--- config.mk ---
export PLATFORM = sky130hd
export DESIGN_NAME = decode_top
export DESIGN_NICKNAME = d
export VERILOG_FILES = /design/src/logic/decode_pkg.sv /design/src/logic/decode_result_if.sv /design/src/logic/decode_top.sv /design/src/logic/decode_stage.sv /design/src/logic/decode_ctrl.sv /design/src/logic/fp_decoder.sv /design/src/logic/int_decoder.sv
export SDC_FILE = /design/constraint.sdc
export NUM_CORES = 1
export LEC_CHECK = 0
export ABC_AREA = 1
export BUFFER_PORTS_ARGS = -buffer_cell sky130_fd_sc_hd__buf_2
export CAP_MARGIN = 20
export CELL_PAD_IN_SITES_DETAIL_PLACEMENT = 0
export CELL_PAD_IN_SITES_GLOBAL_PLACEMENT = 2
export CORE_MARGIN = 2
export CORE_UTILIZATION = 26
export CTS_CLUSTER_SIZE = 40
export DETAILED_ROUTE_END_ITERATION = 10
export GPL_TIMING_DRIVEN = 0
export PLACE_DENSITY = 0.84
export SLEW_MARGIN = 20
export SYNTH_ARGS = -nofsm -noshare
export SYNTH_HDL_FRONTEND = slang
export SYNTH_SLANG_ARGS = --single-unit
--- constraint.sdc ---
create_clock -name clock -period 3.8 [get_ports clock]
set_input_delay 0.76 -clock clock [delete_from_list [all_inputs] [get_ports clock]]
set_output_delay 0.76 -clock clock [all_outputs]
set_load 0.01 [all_outputs]
--- src/logic/decode_pkg.sv ---
`default_nettype none

package decode_pkg;

  localparam logic [31:0] pc_none = 32'hFFFF_FFFF; // PC of an unfetched slot

  localparam logic [6:0] opc_lui    = 7'b0110111;
  localparam logic [6:0] opc_auipc  = 7'b0010111;
  localparam logic [6:0] opc_jal    = 7'b1101111;
  localparam logic [6:0] opc_jalr   = 7'b1100111;
  localparam logic [6:0] opc_branch = 7'b1100011;
  localparam logic [6:0] opc_load   = 7'b0000011;
  localparam logic [6:0] opc_store  = 7'b0100011;
  localparam logic [6:0] opc_imm    = 7'b0010011;
  localparam logic [6:0] opc_op     = 7'b0110011;
  localparam logic [6:0] opc_fence  = 7'b0001111;
  localparam logic [6:0] opc_system = 7'b1110011;
  localparam logic [6:0] opc_flw    = 7'b0000111;
  localparam logic [6:0] opc_fsw    = 7'b0100111;
  localparam logic [6:0] opc_opfp   = 7'b1010011;

  typedef enum logic [3:0] {
    unit_none     = 4'd0,
    unit_alu      = 4'd1,
    unit_branch   = 4'd2,
    unit_jump     = 4'd3,
    unit_load     = 4'd4,
    unit_store    = 4'd5,
    unit_system   = 4'd6,
    unit_fpu      = 4'd7,
    unit_fp_load  = 4'd8,
    unit_fp_store = 4'd9
  } unit_t;

  typedef enum logic [4:0] {
    alu_add   = 5'd0,
    alu_sub   = 5'd1,
    alu_sll   = 5'd2,
    alu_slt   = 5'd3,
    alu_sltu  = 5'd4,
    alu_xor   = 5'd5,
    alu_srl   = 5'd6,
    alu_sra   = 5'd7,
    alu_or    = 5'd8,
    alu_and   = 5'd9,
    alu_lui   = 5'd10,
    alu_auipc = 5'd11,
    alu_beq   = 5'd12, // Branch compares
    alu_bne   = 5'd13,
    alu_blt   = 5'd14,
    alu_bge   = 5'd15,
    alu_bltu  = 5'd16,
    alu_bgeu  = 5'd17
  } alu_op_t;

  typedef enum logic [2:0] {
    fp_none = 3'd0,
    fp_add  = 3'd1,
    fp_sub  = 3'd2,
    fp_mul  = 3'd3,
    fp_div  = 3'd4,
    fp_min  = 3'd5,
    fp_max  = 3'd6
  } fp_op_t;

  typedef struct packed {
    logic [31:0] pc;
    logic [31:0] npc;
    logic [31:0] instr;
    logic [4:0]  waddr;
    logic [4:0]  raddr1;
    logic [4:0]  raddr2;
    logic [31:0] imm;
    unit_t       unit;
    alu_op_t     alu_op;
    fp_op_t      fp_op;
    logic        wren;
    logic        rden1;
    logic        rden2;
    logic        fwren;
    logic        frden1;
    logic        frden2;
    logic        fence;
    logic        valid;
    logic        exception;
    logic        pred_taken;
    logic [31:0] pred_addr;
  } slot_t;

  localparam slot_t empty_slot = '{
    pc:         pc_none,
    npc:        32'd0,
    instr:      32'd0,
    waddr:      5'd0,
    raddr1:     5'd0,
    raddr2:     5'd0,
    imm:        32'd0,
    unit:       unit_none,
    alu_op:     alu_add,
    fp_op:      fp_none,
    wren:       1'b0,
    rden1:      1'b0,
    rden2:      1'b0,
    fwren:      1'b0,
    frden1:     1'b0,
    frden2:     1'b0,
    fence:      1'b0,
    valid:      1'b0,
    exception:  1'b0,
    pred_taken: 1'b0,
    pred_addr:  32'd0
  };

endpackage

`default_nettype wire
--- src/logic/decode_result_if.sv ---
`timescale 1ns/1ns
`default_nettype none

interface decode_result_if import decode_pkg::*; ();

  logic [31:0] instr;
  logic        valid;
  unit_t       unit;
  alu_op_t     alu_op;
  fp_op_t      fp_op;
  logic [31:0] imm;
  logic        wren;
  logic        rden1;
  logic        rden2;
  logic        fwren;
  logic        frden1;
  logic        frden2;
  logic        fence;

  modport decoder (
    input  instr,
    output valid, unit, alu_op, fp_op, imm,
    output wren, rden1, rden2, fwren, frden1, frden2, fence
  );

  modport stage (
    output instr,
    input  valid, unit, alu_op, fp_op, imm,
    input  wren, rden1, rden2, fwren, frden1, frden2, fence
  );

endinterface

`default_nettype wire

--- src/logic/decode_top.sv ---
`timescale 1ns/1ns
`default_nettype none

module decode_top import decode_pkg::*; (
  input  logic        clock,
  input  logic        reset,
  input  logic        fetch_ready,
  input  logic [31:0] fetch_pc,
  input  logic [63:0] fetch_rdata,
  input  logic        pred_branch0,
  input  logic        pred_branch1,
  input  logic [31:0] pred_baddr,
  input  logic        trap,
  input  logic        mret,
  input  logic        pred_miss,
  input  logic        halt_set,
  input  logic        halt_release,
  output slot_t       slot0,
  output slot_t       slot1
);

  logic squash;
  logic fence_out;

  decode_result_if int0 ();
  decode_result_if int1 ();
  decode_result_if fp0 ();
  decode_result_if fp1 ();

  int_decoder u_int_dec0 (.dec(int0.decoder));
  int_decoder u_int_dec1 (.dec(int1.decoder));
  fp_decoder  u_fp_dec0  (.dec(fp0.decoder));
  fp_decoder  u_fp_dec1  (.dec(fp1.decoder));

  decode_stage u_stage (
    .clock        (clock),
    .reset        (reset),
    .fetch_ready  (fetch_ready),
    .fetch_pc     (fetch_pc),
    .fetch_rdata  (fetch_rdata),
    .pred_branch0 (pred_branch0),
    .pred_branch1 (pred_branch1),
    .pred_baddr   (pred_baddr),
    .squash       (squash),
    .int0         (int0.stage),
    .int1         (int1.stage),
    .fp0          (fp0.stage),
    .fp1          (fp1.stage),
    .slot0        (slot0),
    .slot1        (slot1),
    .fence_out    (fence_out)
  );

  decode_ctrl u_ctrl (
    .clock        (clock),
    .reset        (reset),
    .halt_set     (halt_set),
    .halt_release (halt_release),
    .trap         (trap),
    .mret         (mret),
    .pred_miss    (pred_miss),
    .fence_out    (fence_out),
    .squash       (squash)
  );

endmodule

`default_nettype wire

--- src/logic/decode_stage.sv ---
`timescale 1ns/1ns
`default_nettype none

module decode_stage import decode_pkg::*; (
  input  logic            clock,
  input  logic            reset,
  input  logic            fetch_ready,
  input  logic [31:0]     fetch_pc,
  input  logic [63:0]     fetch_rdata,
  input  logic            pred_branch0,
  input  logic            pred_branch1,
  input  logic [31:0]     pred_baddr,
  input  logic            squash,
  decode_result_if.stage  int0,
  decode_result_if.stage  int1,
  decode_result_if.stage  fp0,
  decode_result_if.stage  fp1,
  output slot_t           slot0,
  output slot_t           slot1,
  output logic            fence_out
);

  logic [31:0] instr0;
  logic [31:0] instr1;
  logic [31:0] pc0;
  logic [31:0] pc1;
  slot_t       next0;
  slot_t       next1;

  function automatic slot_t base_slot(
    input logic [31:0] pc,
    input logic [31:0] instr,
    input logic        taken,
    input logic [31:0] taddr
  );
    slot_t s;
    s = empty_slot;
    s.pc         = pc;
    s.npc        = pc + 32'd4;
    s.instr      = instr;
    s.waddr      = instr[11:7];
    s.raddr1     = instr[19:15];
    s.raddr2     = instr[24:20];
    s.pred_taken = taken;
    s.pred_addr  = taddr;
    return s;
  endfunction

  function automatic slot_t take_result(
    input slot_t       s,
    input logic        valid,
    input unit_t       unit,
    input alu_op_t     alu_op,
    input fp_op_t      fp_op,
    input logic [31:0] imm,
    input logic        wren,
    input logic        rden1,
    input logic        rden2,
    input logic        fwren,
    input logic        frden1,
    input logic        frden2,
    input logic        fence
  );
    slot_t r;
    r = s;
    r.valid  = valid;
    r.unit   = unit;
    r.alu_op = alu_op;
    r.fp_op  = fp_op;
    r.imm    = imm;
    r.wren   = wren;
    r.rden1  = rden1;
    r.rden2  = rden2;
    r.fwren  = fwren;
    r.frden1 = frden1;
    r.frden2 = frden2;
    r.fence  = fence;
    return r;
  endfunction

  assign instr0 = fetch_ready ? fetch_rdata[31:0] : 32'd0;
  assign instr1 = fetch_ready ? fetch_rdata[63:32] : 32'd0;
  assign pc0    = fetch_ready ? fetch_pc : pc_none;
  assign pc1    = fetch_ready ? (fetch_pc + 32'd4) : pc_none;

  assign int0.instr = instr0;
  assign fp0.instr  = instr0;
  assign int1.instr = instr1;
  assign fp1.instr  = instr1;

  always_comb begin
    next0 = base_slot(pc0, instr0, pred_branch0, pred_baddr);
    next1 = base_slot(pc1, instr1, pred_branch1, pred_baddr);
    next0 = take_result(next0, int0.valid, int0.unit, int0.alu_op, int0.fp_op, int0.imm,
                        int0.wren, int0.rden1, int0.rden2, int0.fwren, int0.frden1,
                        int0.frden2, int0.fence);
    next1 = take_result(next1, int1.valid, int1.unit, int1.alu_op, int1.fp_op, int1.imm,
                        int1.wren, int1.rden1, int1.rden2, int1.fwren, int1.frden1,
                        int1.frden2, int1.fence);
    if (fp0.valid) begin // FP result wins
      next0 = take_result(next0, fp0.valid, fp0.unit, fp0.alu_op, fp0.fp_op, fp0.imm,
                          fp0.wren, fp0.rden1, fp0.rden2, fp0.fwren, fp0.frden1,
                          fp0.frden2, fp0.fence);
    end
    if (fp1.valid) begin
      next1 = take_result(next1, fp1.valid, fp1.unit, fp1.alu_op, fp1.fp_op, fp1.imm,
                          fp1.wren, fp1.rden1, fp1.rden2, fp1.fwren, fp1.frden1,
                          fp1.frden2, fp1.fence);
    end
    if (fetch_ready && !next0.valid) begin
      next0.valid     = 1'b1;
      next0.exception = 1'b1; // Illegal instruction
    end
    if (fetch_ready && !next1.valid) begin
      next1.valid     = 1'b1;
      next1.exception = 1'b1;
    end
  end

  always_ff @(posedge clock) begin
    if (!reset) begin
      slot0 <= empty_slot;
      slot1 <= empty_slot;
    end else if (squash) begin
      slot0 <= empty_slot;
      slot1 <= empty_slot;
    end else begin
      slot0 <= next0;
      slot1 <= next1;
    end
  end

  assign fence_out = slot0.valid & slot0.fence;

  a_exc_no_unit: assert property (
    @(posedge clock) disable iff (!reset)
    !(slot0.exception && slot0.unit != unit_none) && !(slot1.exception && slot1.unit != unit_none)
  ) else $error("Exception slot carries a unit");

endmodule

`default_nettype wire

--- src/logic/decode_ctrl.sv ---
`timescale 1ns/1ns
`default_nettype none

module decode_ctrl (
  input  logic clock,
  input  logic reset,
  input  logic halt_set,
  input  logic halt_release,
  input  logic trap,
  input  logic mret,
  input  logic pred_miss,
  input  logic fence_out,
  output logic squash
);

  logic halt;

  always_ff @(posedge clock) begin
    if (!reset) begin
      halt <= 1'b0;
    end else if (halt_set) begin
      halt <= 1'b1;
    end else if (halt_release) begin
      halt <= 1'b0;
    end
  end

  // Fence squashes the entry behind it
  assign squash = trap | mret | pred_miss | halt | fence_out;

  a_halt_pulses: assert property (
    @(posedge clock) disable iff (!reset) !(halt_set && halt_release)
  ) else $error("halt_set and halt_release high together");

endmodule

`default_nettype wire

--- src/logic/fp_decoder.sv ---
`timescale 1ns/1ns
`default_nettype none

module fp_decoder import decode_pkg::*; (
  decode_result_if.decoder dec
);

  logic [6:0]  opcode;
  logic [2:0]  funct3;
  logic [4:0]  funct5;
  logic [1:0]  fmt;
  logic        rm_ok;
  logic [31:0] imm_i;
  logic [31:0] imm_s;

  assign opcode = dec.instr[6:0];
  assign funct3 = dec.instr[14:12];
  assign funct5 = dec.instr[31:27];
  assign fmt    = dec.instr[26:25];
  assign rm_ok  = (funct3 != 3'b101) && (funct3 != 3'b110); // Reserved rounding modes
  assign imm_i  = {{20{dec.instr[31]}}, dec.instr[31:20]};
  assign imm_s  = {{20{dec.instr[31]}}, dec.instr[31:25], dec.instr[11:7]};

  always_comb begin
    dec.valid  = 1'b0;
    dec.unit   = unit_none;
    dec.alu_op = alu_add;
    dec.fp_op  = fp_none;
    dec.imm    = 32'd0;
    dec.wren   = 1'b0;
    dec.rden1  = 1'b0;
    dec.rden2  = 1'b0;
    dec.fwren  = 1'b0;
    dec.frden1 = 1'b0;
    dec.frden2 = 1'b0;
    dec.fence  = 1'b0;
    case (opcode)
      opc_flw: begin
        if (funct3 == 3'b010) begin
          dec.valid = 1'b1;
          dec.unit  = unit_fp_load;
          dec.imm   = imm_i;
          dec.rden1 = 1'b1; // Base address
          dec.fwren = 1'b1;
        end
      end
      opc_fsw: begin
        if (funct3 == 3'b010) begin
          dec.valid  = 1'b1;
          dec.unit   = unit_fp_store;
          dec.imm    = imm_s;
          dec.rden1  = 1'b1;
          dec.frden2 = 1'b1; // Store data
        end
      end
      opc_opfp: begin
        if (fmt == 2'b00) begin
          case (funct5)
            5'b00000: dec.fp_op = fp_add;
            5'b00001: dec.fp_op = fp_sub;
            5'b00010: dec.fp_op = fp_mul;
            5'b00011: dec.fp_op = fp_div;
            5'b00101: dec.fp_op = funct3[0] ? fp_max : fp_min;
            default:  dec.fp_op = fp_none;
          endcase
          if (funct5 == 5'b00101) begin
            dec.valid = (funct3[2:1] == 2'b00);
          end else begin
            dec.valid = (dec.fp_op != fp_none) && rm_ok;
          end
          if (dec.valid) begin
            dec.unit   = unit_fpu;
            dec.fwren  = 1'b1;
            dec.frden1 = 1'b1;
            dec.frden2 = 1'b1;
          end else begin
            dec.fp_op  = fp_none;
          end
        end
      end
      default: begin
      end
    endcase
  end

endmodule

`default_nettype wire

--- src/logic/int_decoder.sv ---
`timescale 1ns/1ns
`default_nettype none

module int_decoder import decode_pkg::*; (
  decode_result_if.decoder dec
);

  logic [6:0]  opcode;
  logic [2:0]  funct3;
  logic [6:0]  funct7;
  logic        f7_zero;
  logic        f7_alt;
  logic [31:0] imm_i;
  logic [31:0] imm_s;
  logic [31:0] imm_b;
  logic [31:0] imm_u;
  logic [31:0] imm_j;

  assign opcode  = dec.instr[6:0];
  assign funct3  = dec.instr[14:12];
  assign funct7  = dec.instr[31:25];
  assign f7_zero = (funct7 == 7'b0000000);
  assign f7_alt  = (funct7 == 7'b0100000); // sub and sra

  assign imm_i = {{20{dec.instr[31]}}, dec.instr[31:20]};
  assign imm_s = {{20{dec.instr[31]}}, dec.instr[31:25], dec.instr[11:7]};
  assign imm_b = {{19{dec.instr[31]}}, dec.instr[31], dec.instr[7], dec.instr[30:25],
                  dec.instr[11:8], 1'b0};
  assign imm_u = {dec.instr[31:12], 12'b0};
  assign imm_j = {{11{dec.instr[31]}}, dec.instr[31], dec.instr[19:12], dec.instr[20],
                  dec.instr[30:21], 1'b0};

  always_comb begin
    dec.valid  = 1'b0;
    dec.unit   = unit_none;
    dec.alu_op = alu_add;
    dec.fp_op  = fp_none; // FP side belongs to fp_decoder
    dec.imm    = 32'd0;
    dec.wren   = 1'b0;
    dec.rden1  = 1'b0;
    dec.rden2  = 1'b0;
    dec.fwren  = 1'b0;
    dec.frden1 = 1'b0;
    dec.frden2 = 1'b0;
    dec.fence  = 1'b0;
    case (opcode)
      opc_lui, opc_auipc: begin
        dec.valid  = 1'b1;
        dec.unit   = unit_alu;
        dec.alu_op = (opcode == opc_lui) ? alu_lui : alu_auipc;
        dec.imm    = imm_u;
        dec.wren   = 1'b1;
      end
      opc_jal: begin
        dec.valid = 1'b1;
        dec.unit  = unit_jump;
        dec.imm   = imm_j;
        dec.wren  = 1'b1;
      end
      opc_jalr: begin
        dec.valid = (funct3 == 3'b000);
        dec.unit  = unit_jump;
        dec.imm   = imm_i;
        dec.wren  = 1'b1;
        dec.rden1 = 1'b1;
      end
      opc_branch: begin
        dec.valid = (funct3[2:1] != 2'b01);
        dec.unit  = unit_branch;
        dec.imm   = imm_b;
        dec.rden1 = 1'b1;
        dec.rden2 = 1'b1;
        case (funct3)
          3'b000:  dec.alu_op = alu_beq;
          3'b001:  dec.alu_op = alu_bne;
          3'b100:  dec.alu_op = alu_blt;
          3'b101:  dec.alu_op = alu_bge;
          3'b110:  dec.alu_op = alu_bltu;
          default: dec.alu_op = alu_bgeu;
        endcase
      end
      opc_load: begin
        dec.valid = (funct3 != 3'b011) && (funct3[2:1] != 2'b11);
        dec.unit  = unit_load;
        dec.imm   = imm_i;
        dec.wren  = 1'b1;
        dec.rden1 = 1'b1;
      end
      opc_store: begin
        dec.valid = (funct3[2] == 1'b0) && (funct3 != 3'b011); // sb, sh, sw
        dec.unit  = unit_store;
        dec.imm   = imm_s;
        dec.rden1 = 1'b1;
        dec.rden2 = 1'b1;
      end
      opc_imm, opc_op: begin
        dec.unit  = unit_alu;
        dec.imm   = (opcode == opc_imm) ? imm_i : 32'd0;
        dec.wren  = 1'b1;
        dec.rden1 = 1'b1;
        dec.rden2 = (opcode == opc_op);
        dec.valid = (opcode == opc_imm) || f7_zero;
        case (funct3)
          3'b000: begin
            dec.alu_op = (opcode == opc_op && f7_alt) ? alu_sub : alu_add;
            dec.valid  = (opcode == opc_imm) || f7_zero || f7_alt;
          end
          3'b001: begin
            dec.alu_op = alu_sll;
            dec.valid  = f7_zero;
          end
          3'b010: dec.alu_op = alu_slt;
          3'b011: dec.alu_op = alu_sltu;
          3'b100: dec.alu_op = alu_xor;
          3'b101: begin
            dec.alu_op = f7_alt ? alu_sra : alu_srl;
            dec.valid  = f7_zero || f7_alt;
          end
          3'b110: dec.alu_op = alu_or;
          3'b111: dec.alu_op = alu_and;
        endcase
      end
      opc_fence: begin
        dec.valid = (funct3 == 3'b000);
        dec.unit  = unit_system;
        dec.fence = 1'b1;
      end
      opc_system: begin
        dec.valid = (dec.instr == 32'h0000_0073) || (dec.instr == 32'h0010_0073)
                    || (dec.instr == 32'h3020_0073); // ecall, ebreak, mret
        dec.unit  = unit_system;
      end
      default: begin
      end
    endcase
    if (!dec.valid) begin
      dec.unit   = unit_none; // Illegal words carry no operation
      dec.alu_op = alu_add;
      dec.imm    = 32'd0;
      dec.wren   = 1'b0;
      dec.rden1  = 1'b0;
      dec.rden2  = 1'b0;
      dec.fence  = 1'b0;
    end
  end

endmodule

`default_nettype wire

Yosys cells after proc, flatten, opt, wreduce, memory -nomap -nowiden --
Index checks and enable logic that the tools add are counted.
Storage, ports and cells: bits in registers 395, input bits 138, output and inout port bits 394, word-level logic and storage cells 310
Cells by class: add/subtract/negate cells 3, eq/ne operators 68, multiplexer cells 108, bitwise operators 18, reductions and logical operators 70
Operator list (number):
- $mux W32 | 12
- $pmux W32 S6 | 2
- $mux W86 | 2
- $pmux W32 S2 | 2
- $add A32 B3 Y32 const B | 3
- $pmux W5 S8 | 2
- $eq A7 B6 Y1 const B | 10
- $eq A7 B7 Y1 const B | 10
- $eq A32 B21 Y1 const B | 2
- $eq A32 B30 Y1 const B | 2
- $eq A32 B7 Y1 const B | 2
- $pmux W5 S5 | 2
- $mux W3 | 14
- $mux W1 | 40
- $pmux W3 S6 | 2
- $reduce_or A2 Y1 | 17
- $pmux W3 S5 | 2
- $pmux W5 S3 | 2
- $eq A7 B5 Y1 const B | 4
- $eq A3 B3 Y1 const B | 8
- $mux W4 | 6
- $pmux W4 S3 | 2
- $reduce_or A4 Y1 | 6
- $reduce_or A6 Y1 | 4
- other kinds (31) | 109

Depth between registers and ports, before layout --
word-level depth 17, gate-level depth with buffers 21

Hierarchy --
From an unflattened synthesis, not the netlist that was laid out.
Unflattened totals: cell total of the unflattened synthesis 2654, area total of the unflattened synthesis 17553.1 µm²
Modules (own cells, without submodules):
- decode_stage | instances 1, cells an instance 1773, area an instance 13380.3 µm², seq. area each 6566.3 µm²
- int_decoder (u_int_dec0) | instances 1, cells an instance 333, area an instance 1470.2 µm², seq. area each 0.0 µm²
- int_decoder (u_int_dec1) | instances 1, cells an instance 309, area an instance 1360.1 µm², seq. area each 0.0 µm²
- fp_decoder | instances 2, cells an instance 115, area an instance 641.9 µm², seq. area each 0.0 µm²
- decode_ctrl | instances 1, cells an instance 9, area an instance 58.8 µm², seq. area each 20.0 µm²

Worst setup path after synthesis --
OpenSTA, ideal clock, no wires.
kind input -> register, start point input fetch_ready, end point register u_stage.slot0[163] (netlist name), arrival time 3.078 ns, data required time 3.691 ns, path slack 0.614 ns, stages on the path 20, cells stage by stage buf_6 buf_6 buf_6 buf_4 buf_4 buf_2 buf_2 nand2_1 ha_1 nand3_2 nor2_2 nand2_1 nor2_1 nand2_2 nor3_4 nand2_2 nor2_2 nand3_1 nand2_1 inv_1
RTL lines:
- from (decl) | line decode_top.sv:7 | input logic fetch_ready,

==> reports/results.ini <==
[grt]
grt_start_max_net_pins = 15
grt_antenna_before_repair = 2
grt_pass1_vias = 13600
grt_pass1_wl_mm = 86.69
grt_usage_pct = 21.50
grt-ovfl-total = 0

[layout]
layout_commonest_cell = buf_2
drive_above_1_share_pct = 31.95
finalNonFillerCells = 3115
fin_nets = 2539
syn_to_final_growth_pct = 34.80
mostFrequentLayoutCells = buf_2 (540), nand2_1 (408), dfxtp_1 (329)
post-route-util_pct = 35.35

[clock_tree]
cts_resized = 0
cts.sinks = 329
cts_tree = done
h-tree-depth = 2
path_clk_slew_ps = 60
holdBufCountCts = 0
cts_setup_buffers = 0
root_buffer = clkbuf_16
worst_skew_pair.late_latency_ps = 550
cts_buffers = 37
clockBufferDepth = 3

[setup_path]
cp_data_arrival_time_ps = 3970
critPathRequiredTime_ps = 4230
worstSetupEndpointType = flip-flop
cp_max_fo = 10
r2r_end = u_stage.slot1[176]$_SDFF_PP1_
cpMaxStageDelayCell = buf_2
regToRegSetupSlack_ps = 1080
crit_path_start_kind = primary input
path_class = in2reg
path_cells = buf_6 -> buf_6 -> buf_6 -> buf_4 -> buf_4 -> buf_2 -> buf_2 -> nand2_1 -> ha_1 -> nand3_2 -> nor2_2 -> nand2_1 -> nor2_1 -> nand2_2 -> nor3_4 -> o21ai_1 -> a21oi_1 -> o21ai_0 -> inv_1
path_delay_family = buffers and inverters
crit_buf_inv = 8
crit_top_cell = buf_6
worst_path_largest_cell_delay_ps = 410
r2r-start = u_ctrl.halt$_SDFFE_PN0P_
rr_worst_depth = 6

[pwr]
pwr-share-comb_pct = 8.3
power.total_w = 0.007844
peakVddDrop_v = 0.0002400
seq_power_share_pct = 44.5
clockPowerShare_pct = 47.2
swShare_pct = 24.59
power_density_mw_per_mm2 = 424.0
p_leak_nw = 9.532
internal_power_w = 0.005915
p_sw_w = 0.001929

[floorplanning]
core_mm2 = 0.05234
rows = 84
io_pins = 532
die_h_um = 233.8
die_w_um = 233.8
start_util_pct = 26.22
dieArea_mm2 = 0.05464

[yosys]
yosysUniqueCellTypes = 53
yosysSeqAreaShare_pct = 47.99
synth_top_cell_by_area = dfxtp_1
synth-seq-cells = 329
ys_async_sr_fraction_pct = 0
synth-warning-count = 0
netlist_instances = 1831
yosysTopAreaCellShare_pct = 47.99
synth-main-ff-cell = dfxtp_1
synth-edff-count = 0
synth_top_cells_by_area = dfxtp_1 (48%), nand2_1 (11%), nor2_1 (7.8%)
synth_fp_nets = 1971
synth_area_mm2 = 0.01372
avgSynthCellArea_um2 = 7.496

[sta]
final-hold-violation-count = 0
fmax_mhz = 282.8
finalSetupViolCount = 0
drv_slew = 0
tightest_slew_ps = 1096
skew_ps = 23.75
period_share_pct = 93.04
slew_headroom_pct = 26.96
rsz0062_at_grt = false
holdWs_ps = 419.5
min_period_ps = 3536

[placed_design]
dp_hpwl_mm = 48.94
gp_congestion = 0.9172
port_buffers = 529
place_inst = 3048

[hold_path]
holdPathStages = 3
min-delay-start = pred_baddr[3]
hold_path_end = u_stage.slot0[3]$_SDFF_PP0_
hold_class = in2reg

[route]
wl_met1_mm = 26.04
postRouteWirelength_mm = 61.15
first_iter_violations = 886
first_pass_iters = 5
ant_nets = 0
top_layer_used = met5
drc = 0
routed-wl-met2_mm = 29.25
num_vias = 14220
wire_per_inst_um = 19.63
viasPerCell = 4.566
met3_length_mm = 4.105

[job]
cap_violations = 0

[status]
status = completed

## cells by family (layout without fill, tap and decap cells)
logic type	after synthesis	in the layout	synth area share, %
DFF	329	329	47.99
and+or+nand+nor	922	922	29.77
adders and majority gates	2	2	0.1823
muxes	1	1	0.08204
buffers and inverters	323	918	11.42
xor gates and xnor gates	2	2	0.1277
AOI/OAI and AO/OA	252	252	10.43
other	0	1	0
## tightest hold or removal path: stages
cell and delay, ps:
buf_2 100, inv_1 40, nor2_1 30
## per-layer routing
| layer | vias up | global-route usage [%] |
|---|---|---|
| met5 | - | 0 |
| met4 | 2 | 6.448 |
| met3 | 94 | 4.244 |
| met2 | 525 | 36.49 |
| met1 | 6680 | 27.50 |
| li1 | 6923 | - |
## power by group through the flow
stage,clock (W),combinational [W],sequential (W)
6_report,0.00370,0.000653,0.00349
3_5_place_dp,0,0.000652,0.00357
3_3_place_gp,0,0.000653,0.00357
4_1_cts,0.00380,0.000655,0.00349
2_1_floorplan,0,0.000329,0.00358
5_1_grt,0.00394,0.000717,0.00349
## stage by stage
step | area, um^2 | setup TNS (ps) | setup WS, ps
after floorplan | 13720 | 0 | 613.6
final | 18500 | 0 | 264.4
after global placement | 17230 | -2495 | -369.1
after global routing | 18500 | 0 | 47.64
after CTS | 18500 | 0 | 228.5
after detailed placement | 17240 | -2245 | -356.1
## layout make-up
| class | instances | area [um^2] |
|---|---|---|
| diodes | 1 | 2.502 |
| plain buffers | 125 | 828.3 |
| clock buffers | 51 | 1061 |
| clock inverters | 15 | 200.2 |
| fillers | 5702 | 33840 |
| inverters | 198 | 743.2 |
| multi-input cells | 1179 | 5570 |
| flip-flops and latches | 329 | 6586 |
| well taps | 688 | 860.8 |
| repair buffers | 529 | 2648 |
## Yosys cell counts (12+ instances only)
cell type,n
a21boi_0,12
a21oi_1,70
a31oi_1,21
buf_4,75
clkbuf_1,26
dfxtp_1,329
inv_1,182
inv_2,14
nand2_1,408
nand2_2,18
nand3_1,93
nand4_1,25
nor2_1,284
nor2_2,12
nor2_4,13
nor3_1,34
o21ai_0,85
o21ai_1,21
o22ai_1,15
## worst max-delay path by stage
stage | from | endpoint | slack, ps | depth (start not counted)
global route | fetch_ready | u_stage.slot0[161]$_SDFF_PP0_ | 50 | 19
finish | fetch_ready | u_stage.slot0[157]$_SDFF_PP0_ | 260 | 19
CTS | fetch_ready | u_stage.slot0[157]$_SDFF_PP0_ | 230 | 19
global placement | fetch_ready | u_stage.slot0[157]$_SDFF_PP0_ | -370 | 19
detailed placement | fetch_ready | u_stage.slot0[157]$_SDFF_PP0_ | -360 | 19
floorplan | fetch_ready | u_stage.slot0[163]$_SDFF_PP0_ | 610 | 20
## sequential cells by signal, summed over array words and instances, names as in the netlist
register / flops
u_stage.slot0: 178
u_stage.slot1: 150
u_ctrl.halt: 1
Note: power is estimated with default switching activity, not from simulation.
